File: src/hdl/decode_defs.svh
/*
 * sizing macros for the decode stage: data width,
 * branch tag slot count and instruction queue depth
 */
`ifndef DECODE_DEFS_SVH
`define DECODE_DEFS_SVH

// data and address width
`define XLEN 32

// number of conditional branches that may be in flight at once
`define BRANCH_SLOTS 4

// fetched instructions held ahead of the decoder
`define IQ_DEPTH 4

`endif

File: src/hdl/rvIsaPkg.sv
/*
 * RV32I major opcode classes, funct3/funct7 codes and
 * the operation enumeration handed to dispatch
 */
`default_nettype none

package rvIsaPkg;

    // major opcode, bits 6:0 of the instruction
    typedef enum logic [6:0] {
        classNop    = 7'b0000000,
        classLui    = 7'b0110111,
        classAuipc  = 7'b0010111,
        classJal    = 7'b1101111,
        classJalr   = 7'b1100111,
        classBranch = 7'b1100011,
        classLoad   = 7'b0000011,
        classStore  = 7'b0100011,
        classOpImm  = 7'b0010011,
        classOp     = 7'b0110011
    } opClassT;

    // every operation in scope, NOP also stands for illegal encodings
    typedef enum logic [5:0] {
        opNop, opLui, opAuipc, opJal, opJalr,
        opBeq, opBne, opBlt, opBge, opBltu, opBgeu,
        opLb, opLh, opLw, opLbu, opLhu,
        opSb, opSh, opSw,
        opAddi, opSlti, opSltiu, opXori, opOri, opAndi,
        opSlli, opSrli, opSrai,
        opAdd, opSub, opSll, opSlt, opSltu, opXor, opSrl, opSra, opOr, opAnd
    } opCodeT;

    // funct3 for OP and OPIMM
    localparam logic [2:0] f3AddSub = 3'b000;
    localparam logic [2:0] f3Sll    = 3'b001;
    localparam logic [2:0] f3Slt    = 3'b010;
    localparam logic [2:0] f3Sltu   = 3'b011;
    localparam logic [2:0] f3Xor    = 3'b100;
    localparam logic [2:0] f3SrlSra = 3'b101;
    localparam logic [2:0] f3Or     = 3'b110;
    localparam logic [2:0] f3And    = 3'b111;

    // funct3 for BRANCH, 010 and 011 are unused
    localparam logic [2:0] f3Beq  = 3'b000;
    localparam logic [2:0] f3Bne  = 3'b001;
    localparam logic [2:0] f3Blt  = 3'b100;
    localparam logic [2:0] f3Bge  = 3'b101;
    localparam logic [2:0] f3Bltu = 3'b110;
    localparam logic [2:0] f3Bgeu = 3'b111;

    // funct3 for LOAD and STORE share the width encoding
    localparam logic [2:0] f3Byte  = 3'b000;
    localparam logic [2:0] f3Half  = 3'b001;
    localparam logic [2:0] f3Word  = 3'b010;
    localparam logic [2:0] f3ByteU = 3'b100;
    localparam logic [2:0] f3HalfU = 3'b101;

    // funct7 picks the alternate form of add and right shift
    localparam logic [6:0] f7Base = 7'b0000000;
    localparam logic [6:0] f7Alt  = 7'b0100000;

endpackage

`default_nettype wire

File: src/hdl/dispatchPkg.sv
/*
 * branch tag types and the dispatch record sent to the dispatcher
 */
`default_nettype none

`include "decode_defs.svh"

package dispatchPkg;

    import rvIsaPkg::*;

    // one bit per branch slot
    typedef logic [`BRANCH_SLOTS-1:0] branchTagT;

    // slot number
    typedef logic [$clog2(`BRANCH_SLOTS)-1:0] branchIdxT;

    typedef struct packed {
        opCodeT            opCode;
        opClassT           opClass;
        logic              illegal;
        logic [4:0]        rs1;
        logic [4:0]        rs2;
        logic [4:0]        rd;
        logic [`XLEN-1:0]  pc;
        // already selected by instruction format
        logic [`XLEN-1:0]  imm;
        logic              isBranch;
        // own slot, zero when not a branch
        branchTagT         branchTag;
        // branches still unresolved ahead of this instruction
        branchTagT         branchMask;
    } decodedInstT;

endpackage

`default_nettype wire

File: src/hdl/instStreamIf.sv
/*
 * valid/ready stream of PC and instruction pairs
 */
`timescale 1ns/1ps
`default_nettype none

`include "decode_defs.svh"

interface instStreamIf;

    logic             valid;
    logic             ready;
    logic [`XLEN-1:0] pc;
    logic [`XLEN-1:0] inst;

    // producer holds valid and payload until ready is seen
    modport producer (
        output valid,
        output pc,
        output inst,
        input  ready
    );

    modport consumer (
        input  valid,
        input  pc,
        input  inst,
        output ready
    );

endinterface

`default_nettype wire

File: src/hdl/instQueue.sv
/*
 * circular buffer of fetched PC/instruction pairs with flush
 */
`timescale 1ns/1ps
`default_nettype none

`include "decode_defs.svh"

module instQueue (
    input  logic          clk,
    input  logic          rst,
    input  logic          flush,
    instStreamIf.consumer push,
    instStreamIf.producer pop
);

    localparam int PtrW = $clog2(`IQ_DEPTH);
    localparam logic [PtrW:0] Depth = (PtrW + 1)'(`IQ_DEPTH);

    logic [`XLEN-1:0] pcMem   [`IQ_DEPTH];
    logic [`XLEN-1:0] instMem [`IQ_DEPTH];
    logic [PtrW-1:0]  wrPtr;
    logic [PtrW-1:0]  rdPtr;
    logic [PtrW:0]    count;
    logic             doPush;
    logic             doPop;

    // next entry, back to zero after the last one
    function automatic logic [PtrW-1:0] nextPtr(input logic [PtrW-1:0] ptr);
        if (ptr == PtrW'(`IQ_DEPTH - 1)) begin
            return '0;
        end
        return ptr + 1'b1;
    endfunction

    assign push.ready = (count != Depth);
    assign pop.valid  = (count != '0);
    assign pop.pc     = pcMem[rdPtr];
    assign pop.inst   = instMem[rdPtr];

    assign doPush = push.valid && push.ready;
    assign doPop  = pop.valid && pop.ready;

    always_ff @(posedge clk) begin
        if (doPush) begin
            pcMem[wrPtr]   <= push.pc;
            instMem[wrPtr] <= push.inst;
        end
    end

    // a mispredict throws away everything fetched so far
    always_ff @(posedge clk) begin
        if (rst || flush) begin
            wrPtr <= '0;
            rdPtr <= '0;
            count <= '0;
        end else begin
            if (doPush) begin
                wrPtr <= nextPtr(wrPtr);
            end
            if (doPop) begin
                rdPtr <= nextPtr(rdPtr);
            end
            case ({doPush, doPop})
                2'b10:   count <= count + 1'b1;
                2'b01:   count <= count - 1'b1;
                default: count <= count;
            endcase
        end
    end

    countInRange: assert property (@(posedge clk) disable iff (rst)
        count <= Depth)
        else $error("instruction queue count went past its depth");

endmodule

`default_nettype wire

File: src/hdl/branchTagTracker.sv
/*
 * branch tag slot allocation and release, and the in-flight mask
 */
`timescale 1ns/1ps
`default_nettype none

`include "decode_defs.svh"

module branchTagTracker
    import dispatchPkg::*;
(
    input  logic      clk,
    input  logic      rst,
    input  logic      misTaken,
    input  logic      allocReq,
    input  logic      freeEn,
    input  branchIdxT freeIdx,
    output logic      slotAvail,
    output branchIdxT allocIdx,
    output branchTagT curMask
);

    branchTagT busy;

    // lowest free slot wins, scanned from the top so the last hit is the lowest
    always_comb begin
        allocIdx = '0;
        for (int i = `BRANCH_SLOTS - 1; i >= 0; i--) begin
            if (!busy[i]) begin
                allocIdx = branchIdxT'(i);
            end
        end
    end

    assign slotAvail = !(&busy);
    assign curMask   = busy;

    // allocIdx only points at a clear bit, so it never collides with freeIdx
    always_ff @(posedge clk) begin
        if (rst || misTaken) begin
            busy <= '0;
        end else begin
            if (freeEn) begin
                busy[freeIdx] <= 1'b0;
            end
            if (allocReq) begin
                busy[allocIdx] <= 1'b1;
            end
        end
    end

    // the branch unit only resolves branches it was handed
    freeOnlyBusy: assert property (@(posedge clk) disable iff (rst)
        freeEn |-> busy[freeIdx])
        else $error("branch unit released slot %0d which was not in flight", freeIdx);

    // the decoder must stall a branch while the table is full
    allocOnlyAvail: assert property (@(posedge clk) disable iff (rst)
        allocReq |-> slotAvail)
        else $error("branch slot allocated while every slot was busy");

endmodule

`default_nettype wire

File: src/hdl/instDecoder.sv
/*
 * registered RV32I decoder: operation, class, register names,
 * format-selected immediate and branch tag assignment
 */
`timescale 1ns/1ps
`default_nettype none

`include "decode_defs.svh"

module instDecoder
    import rvIsaPkg::*;
    import dispatchPkg::*;
(
    input  logic          clk,
    input  logic          rst,
    input  logic          flush,
    instStreamIf.consumer inStream,
    input  logic          slotAvail,
    input  branchIdxT     allocIdx,
    input  branchTagT     curMask,
    output logic          allocReq,
    output logic          outValid,
    input  logic          outReady,
    output decodedInstT   outInst
);

    logic [6:0]       opField;
    logic [2:0]       f3;
    logic [6:0]       f7;
    logic [`XLEN-1:0] inst;
    logic [`XLEN-1:0] immI, immS, immB, immU, immJ;
    opCodeT           decOp;
    opClassT          decClass;
    logic             decBad;
    logic [`XLEN-1:0] decImm;
    logic             decBranch;
    logic             take;
    decodedInstT      nextRec;

    assign inst    = inStream.inst;
    assign opField = inst[6:0];
    assign f3      = inst[14:12];
    assign f7      = inst[31:25];

    assign immI = {{20{inst[31]}}, inst[31:20]};
    assign immS = {{20{inst[31]}}, inst[31:25], inst[11:7]};
    assign immB = {{20{inst[31]}}, inst[7], inst[30:25], inst[11:8], 1'b0};
    assign immU = {inst[31:12], 12'b0};
    assign immJ = {{12{inst[31]}}, inst[19:12], inst[20], inst[30:21], 1'b0};

    always_comb begin
        decOp    = opNop;
        decClass = classNop;
        decImm   = '0;
        decBad   = 1'b0;
        case (opField)
            classLui: begin
                decClass = classLui;
                decOp    = opLui;
                decImm   = immU;
            end
            classAuipc: begin
                decClass = classAuipc;
                decOp    = opAuipc;
                decImm   = immU;
            end
            classJal: begin
                decClass = classJal;
                decOp    = opJal;
                decImm   = immJ;
            end
            classJalr: begin
                decClass = classJalr;
                decOp    = opJalr;
                decImm   = immI;
                decBad   = (f3 != 3'b000);
            end
            classBranch: begin
                decClass = classBranch;
                decImm   = immB;
                case (f3)
                    f3Beq:   decOp = opBeq;
                    f3Bne:   decOp = opBne;
                    f3Blt:   decOp = opBlt;
                    f3Bge:   decOp = opBge;
                    f3Bltu:  decOp = opBltu;
                    f3Bgeu:  decOp = opBgeu;
                    default: decBad = 1'b1;
                endcase
            end
            classLoad: begin
                decClass = classLoad;
                decImm   = immI;
                case (f3)
                    f3Byte:  decOp = opLb;
                    f3Half:  decOp = opLh;
                    f3Word:  decOp = opLw;
                    f3ByteU: decOp = opLbu;
                    f3HalfU: decOp = opLhu;
                    default: decBad = 1'b1;
                endcase
            end
            classStore: begin
                decClass = classStore;
                decImm   = immS;
                case (f3)
                    f3Byte:  decOp = opSb;
                    f3Half:  decOp = opSh;
                    f3Word:  decOp = opSw;
                    default: decBad = 1'b1;
                endcase
            end
            classOpImm: begin
                decClass = classOpImm;
                decImm   = immI;
                case (f3)
                    f3AddSub: decOp = opAddi;
                    f3Slt:    decOp = opSlti;
                    f3Sltu:   decOp = opSltiu;
                    f3Xor:    decOp = opXori;
                    f3Or:     decOp = opOri;
                    f3And:    decOp = opAndi;
                    // shift amount sits in imm[4:0], the upper bits act as funct7
                    f3Sll: begin
                        decOp  = opSlli;
                        decBad = (f7 != f7Base);
                    end
                    default: begin
                        decOp  = (f7 == f7Alt) ? opSrai : opSrli;
                        decBad = (f7 != f7Base) && (f7 != f7Alt);
                    end
                endcase
            end
            classOp: begin
                decClass = classOp;
                case (f3)
                    f3AddSub: decOp = (f7 == f7Alt) ? opSub : opAdd;
                    f3Sll:    decOp = opSll;
                    f3Slt:    decOp = opSlt;
                    f3Sltu:   decOp = opSltu;
                    f3Xor:    decOp = opXor;
                    f3SrlSra: decOp = (f7 == f7Alt) ? opSra : opSrl;
                    f3Or:     decOp = opOr;
                    default:  decOp = opAnd;
                endcase
                if (f3 == f3AddSub || f3 == f3SrlSra) begin
                    decBad = (f7 != f7Base) && (f7 != f7Alt);
                end else begin
                    decBad = (f7 != f7Base);
                end
            end
            // fence, system and anything unknown
            default: decBad = 1'b1;
        endcase
        if (decBad) begin
            decOp    = opNop;
            decClass = classNop;
            decImm   = '0;
        end
    end

    assign decBranch = (decClass == classBranch);

    // every record carries the speculation mask, only branches get a tag
    always_comb begin
        nextRec.opCode     = decOp;
        nextRec.opClass    = decClass;
        nextRec.illegal    = decBad;
        nextRec.rs1        = inst[19:15];
        nextRec.rs2        = inst[24:20];
        nextRec.rd         = inst[11:7];
        nextRec.pc         = inStream.pc;
        nextRec.imm        = decImm;
        nextRec.isBranch   = decBranch;
        nextRec.branchTag  = decBranch ? (branchTagT'(1'b1) << allocIdx) : '0;
        nextRec.branchMask = curMask;
    end

    // load when the output slot is empty or drains this cycle, branches wait for a slot
    assign inStream.ready = (!outValid || outReady) && !flush && (slotAvail || !decBranch);
    assign take           = inStream.valid && inStream.ready;
    assign allocReq       = take && decBranch;

    always_ff @(posedge clk) begin
        if (rst || flush) begin
            outValid <= 1'b0;
        end else if (take) begin
            outValid <= 1'b1;
        end else if (outReady) begin
            outValid <= 1'b0;
        end
    end

    always_ff @(posedge clk) begin
        if (take) begin
            outInst <= nextRec;
        end
    end

    holdWhileStalled: assert property (@(posedge clk) disable iff (rst || flush)
        outValid && !outReady |=> outValid && $stable(outInst))
        else $error("dispatch record changed while the dispatcher stalled");

endmodule

`default_nettype wire

File: src/hdl/decodeStage.sv
/*
 * decode stage top: instruction queue, decoder and branch tag tracker
 */
`timescale 1ns/1ps
`default_nettype none

`include "decode_defs.svh"

module decodeStage
    import rvIsaPkg::*;
    import dispatchPkg::*;
(
    input  logic             clk,
    input  logic             rst,
    // fetch side
    input  logic             fetchValid,
    input  logic [`XLEN-1:0] fetchPc,
    input  logic [`XLEN-1:0] fetchInst,
    output logic             fetchReady,
    // dispatch side
    input  logic             dispReady,
    output logic             dispValid,
    output opCodeT           dispOpCode,
    output opClassT          dispOpClass,
    output logic             dispIllegal,
    output logic [4:0]       dispRs1,
    output logic [4:0]       dispRs2,
    output logic [4:0]       dispRd,
    output logic [`XLEN-1:0] dispPc,
    output logic [`XLEN-1:0] dispImm,
    output branchTagT        dispBranchTag,
    output branchTagT        dispBranchMask,
    // branch unit
    input  logic             branchFreeEn,
    input  branchIdxT        branchFreeIdx,
    input  logic             misTaken
);

    instStreamIf fetchIf ();
    instStreamIf queueIf ();

    logic        allocReq;
    logic        slotAvail;
    branchIdxT   allocIdx;
    branchTagT   curMask;
    decodedInstT dispRec;

    assign fetchIf.valid = fetchValid;
    assign fetchIf.pc    = fetchPc;
    assign fetchIf.inst  = fetchInst;
    assign fetchReady    = fetchIf.ready;

    instQueue queue (
        .clk   (clk),
        .rst   (rst),
        .flush (misTaken),
        .push  (fetchIf.consumer),
        .pop   (queueIf.producer)
    );

    instDecoder decoder (
        .clk       (clk),
        .rst       (rst),
        .flush     (misTaken),
        .inStream  (queueIf.consumer),
        .slotAvail (slotAvail),
        .allocIdx  (allocIdx),
        .curMask   (curMask),
        .allocReq  (allocReq),
        .outValid  (dispValid),
        .outReady  (dispReady),
        .outInst   (dispRec)
    );

    branchTagTracker tracker (
        .clk       (clk),
        .rst       (rst),
        .misTaken  (misTaken),
        .allocReq  (allocReq),
        .freeEn    (branchFreeEn),
        .freeIdx   (branchFreeIdx),
        .slotAvail (slotAvail),
        .allocIdx  (allocIdx),
        .curMask   (curMask)
    );

    assign dispOpCode     = dispRec.opCode;
    assign dispOpClass    = dispRec.opClass;
    assign dispIllegal    = dispRec.illegal;
    assign dispRs1        = dispRec.rs1;
    assign dispRs2        = dispRec.rs2;
    assign dispRd         = dispRec.rd;
    assign dispPc         = dispRec.pc;
    assign dispImm        = dispRec.imm;
    assign dispBranchTag  = dispRec.branchTag;
    assign dispBranchMask = dispRec.branchMask;

endmodule

`default_nettype wire

File: config.mk
export PLATFORM = sky130hd
export DESIGN_NAME = decodeStage
export DESIGN_NICKNAME = d
export VERILOG_FILES = /design/src/hdl/rvIsaPkg.sv /design/src/hdl/dispatchPkg.sv /design/src/hdl/instStreamIf.sv /design/src/hdl/instQueue.sv /design/src/hdl/branchTagTracker.sv /design/src/hdl/instDecoder.sv /design/src/hdl/decodeStage.sv
export VERILOG_INCLUDE_DIRS = /design/src /design/src/hdl
export SDC_FILE = /design/constraint.sdc
export NUM_CORES = 1
export LEC_CHECK = 0
export ABC_AREA = 1
export BUFFER_PORTS_ARGS = -buffer_cell sky130_fd_sc_hd__buf_4
export CELL_PAD_IN_SITES_DETAIL_PLACEMENT = 0
export CELL_PAD_IN_SITES_GLOBAL_PLACEMENT = 1
export CORE_MARGIN = 4
export CORE_UTILIZATION = 47
export DETAILED_ROUTE_END_ITERATION = 12
export PLACE_DENSITY_LB_ADDON = 0.1
export REMOVE_ABC_BUFFERS = 1
export SLEW_MARGIN = 25
export SYNTH_ARGS = -nofsm -noshare
export SYNTH_HDL_FRONTEND = slang
export SYNTH_HIERARCHICAL = 1
export SYNTH_SLANG_ARGS = --single-unit
File: constraint.sdc
create_clock -name clk -period 5.39 [get_ports clk]
set_input_delay 1.078 -clock clk [delete_from_list [all_inputs] [get_ports clk]]
set_output_delay 1.078 -clock clk [all_outputs]
set_load 0.01 [all_outputs]
======== After elaboration in Yosys (flattened, before gate mapping) ========
Memory sizes are Yosys's and may differ from the RTL's. A register that Yosys moved wholly into a read port is not among the register bits.
Cells that the tools add are included.
storage, ports and cells
  memories ................................ 2
  bits in registers ....................... 81
  bits in writable memories ............... 256
  input bits .............................. 72
operators by class
  add/sub/neg operators ................... 4
  bitwise gates (word level) .............. 3
  multiplexer cells ....................... 46
  equality and inequality tests ........... 24
  order comparisons ....................... 4
  shifts and indexed selects .............. 1
  reductions and logical operators ........ 30
memory list
  memory         words  width  read ports  clocked after memory_dff  write ports  RTL line         source
  queue.instMem  4      32     1           1                         1            instQueue.sv:21  logic [`XLEN-1:0] instMem [`IQ_DEPTH];
  queue.pcMem    4      32     1           1                         1            instQueue.sv:20  logic [`XLEN-1:0] pcMem [`IQ_DEPTH];
operators by type and width
  cell                                                                      number
  32-bit one-hot mux with 5 select lines                                    1
  6-bit one-hot mux with 7 select lines                                     2
  7-bit one-hot mux with 9 select lines                                     1
  6-bit one-hot mux with 9 select lines                                     1
  7-bit by 6-bit == test with 1-bit output (second input constant)          4
  7-bit == test (second input constant)                                     4
  4-bit one-hot mux with 6 select lines                                     1
  2-bit two-way mux                                                         10
  4-bit one-hot mux with 5 select lines                                     1
  1-bit two-way mux                                                         19
  5-bit one-hot mux with 3 select lines                                     1
  7-bit by 5-bit == test with 1-bit output (second input constant)          2
  3-bit == test (second input constant)                                     4
  4-bit two-way mux                                                         3
  6-bit OR reduction                                                        2
  3-bit OR reduction                                                        3
  1-bit logical AND                                                         8
  7-bit by 2-bit == test with 1-bit output (second input constant)          1
  7-bit two-way mux                                                         1
  7-bit by 6-bit inequality test with 1-bit output (second input constant)  1
  1-bit one-hot mux with 7 select lines                                     1
  7-bit nonzero test                                                        1
  2-bit == test (second input constant)                                     3
  3-bit by 2-bit == test with 1-bit output (second input constant)          2
  other kinds (23)                                                          35

======== Depth between registers and ports, before layout ========
  word-level depth ........................ 15
  depth in mapped cells ................... 25

======== Cells and area by module ========
Netlist, hierarchy kept.
by module, submodules not included
  module            area an instance (um^2)  times used  cells an instance  sequential area each (um^2)
  instQueue         9993.3                   1           689                7867.5
  instDecoder       4430.5                   1           393                3052.9
  branchTagTracker  241.5                    1           41                 80.1

======== Worst setup path before layout ========
No wires, ideal clock.
  path type ............................... reg-to-reg
  from .................................... register with a tool-made name
  to ...................................... register tracker.busy[2], in the netlist tracker/curMask[2]
  setup slack ............................. 805 ps
  arrival time ............................ 4529 ps
  setup time .............................. 56 ps
  data required time ...................... 5334 ps
  period minus slack after synthesis ...... 4585 ps
  stages on the path, launching flop included .. 21
  cells stage by stage .................... dfxtp_1 > buf_6 > inv_4 > buf_6 > buf_6 > nor2_1 > o22ai_1 > inv_2 > nor2_1 > nor2_1 > nand2_1 > nand2_1 > inv_1 > nand2_1 > inv_1 > nand2_1 > inv_1 > inv_1 > o21ai_0 > nand2_1 > inv_1
RTL lines
  element                         RTL line                source
  end signal: assignment          branchTagTracker.sv:41  busy <= '0;
  end signal: indexed assignment  branchTagTracker.sv:44  busy[freeIdx] <= 1'b0;
  end signal: indexed assignment  branchTagTracker.sv:47  busy[allocIdx] <= 1'b1;
  end: declaration                branchTagTracker.sv:23  branchTagT busy;

==> reports/results.ini <==
[layout]
syn2layout_area_growth_pct = 19.31
final_common_cell = edfxtp_1
final_core_utilization_pct = 56.94
instances_no_fill = 1724
drive_gt1_share_pct = 21.99
diodes = 0
layout.nets = 1379
final_cell_mix = edfxtp_1 (356), nor2_1 (239), buf_4 (183)

[worst_setup_path]
startpoint_type = flip-flop
cpPeakStageDelay_ps = 570
crit_arrival_ps = 4230
crit_path_end_kind = flip-flop
crit_required_ps = 5590
critical_path_class = flip-flop to flip-flop
cp_max_fo = 65
crit_slowest_cell = inv_4
path_common_cell = nand2_1
critical-path-top-delay-family = buffers and inverters
path_cells = inv_4 > o21ai_1 > o22ai_1 > inv_2 > nor2_1 > nor2_1 > nand2_1 > nand2_1 > inv_1 > nand2_1 > inv_4 > buf_12
path_buf_inv = 5
r2r_slack_ps = 1350

[power_and_ir_drop]
ir_drop_mv = 0.2213
p_leak_nw = 6.406
p_per_area_nw_per_um2 = 355.0

[floorplanning]
core_region_area_sq_um = 30670
die_h_um = 184.5
start_util_pct = 47.72
core.rowCount = 64
dieArea_sq_um = 34030
die_w_um = 184.5
ios = 175

[sta]
clock_skew_ps = 17.34
max_slew_margin_pct = 35.72
rsz0062_at_grt = no
hold_viol = 0
final.period_utilization_pct = 74.88
period_needed_ps = 4036
worstMarginPinSlew_ps = 959.7
tns_ps = 0
fmax_mhz = 247.8
setup_violations = 0
hold_slack_ps = 479.3
slew_violations = 0

[clocking]
cts_buffers = 37
cts_sinks = 370
clock_path_buffers = 3
cts_tree = done
clkTransAtPathRegs_ps = 60
insertion_delay_ps = 530
h-tree-depth = 2
post_cts_buffers = 0
cts_root_buf = clkbuf_16
hold_buffers = 0
cts_resized = 0

[drt]
drt-total-wl_um = 31220
antenna_left = 0
vias = 8886
wl_per_cell_um = 18.11
vias_per_cell = 5.154
wl_met2_um = 14480
met3RoutedLength_um = 1969
drt-met1-wl_um = 13930
routed.top_layer = met5
dr.pass1.iters = 5
drtIter0Drc = 559
drc = 0

[global_routing]
grt_antenna_before_repair = 2
grt_pass1_wl_um = 47820
grt_pass1_vias = 8626
track_usage_pct = 18.11
grt_overflow = 0
grt_start_max_net_pins = 66

[logic_synthesis]
synth.cell_area_sq_um = 14640
synthCells = 1122
syn_area_per_cell_sq_um = 13.04
ys_warn_count = 6

[run]
cap_viol_max_count = 0

[placement]
place_congestion = 0.8828
placedCellCount = 1657
placement.io_buffers = 174
dpl.hpwl_um = 19300

[hold_path]
hp-class = flip-flop to flip-flop

[outcome]
status = complete, no violations

==> worst reg2reg max path: cells and delay by family (launching register included) <==
| kind | cells | cell delay (ps) |
|---|---|---|
| buf+inv | 5 | 1800 |
| simple gates | 5 | 790 |
| compound gates | 2 | 590 |
| flops | 1 | 510 |
==> stage by stage <==
step	power (W)	worst slack, ps	cell area (sq um)
after floorplan	0.003579	-1411	14290
after global placement	0.003771	1397	16250
after detailed placement	0.003775	1325	16270
after CTS	0.006275	1313	17460
after global routing	0.006440	918.1	17460
final	0.006199	1354	17460
==> worst paths after layout <==
check / end / depth (start not counted) / startpoint
min: decoder/outValid$_SDFFE_PP0P_ / 2 / decoder/outValid$_SDFFE_PP0P_
max reg2reg: decoder/outInst[78]$_DFFE_PP_ / 12 / flip-flop
max: decoder/outInst[78]$_DFFE_PP_ / 12 / flip-flop
min reg2reg: decoder/outValid$_SDFFE_PP0P_ / 2 / decoder/outValid$_SDFFE_PP0P_
==> layout make-up <==
cell class                 instances  area [sq um]
clock buffer                      43         969.7
clock inverter                    24         219.0
fill                            2538         13210
inverter                          74         282.8
multi-input combinational        630          3065
sequential                       370         10980
tap                              396         495.5
timing repair buffer             187          1454
==> power breakdown <==
group	internal, W	total (W)	switching (W)
sequential	0.00326	0.00329	0.0000301
clock	0.00145	0.00249	0.00104
combinational	0.000140	0.000418	0.000279
==> state kept, by name (all words and copies together), names as in the netlist, named ones only <==
register and count:
queue/instMem 128, queue/pcMem 128, decoder/outInst 100, tracker/curMask 4, queue/count 3, queue/rdPtr 2
queue/wrPtr 2, decoder/outValid 1
==> metal layers <==
layer | GRT usage (%) | vias to the layer above
met5 | 0 | -
met4 | 5.442 | 4
met3 | 3.809 | 59
met2 | 29.09 | 248
met1 | 25.19 | 4207
li1 | - | 4368
Power figures use the tool's default switching activity.
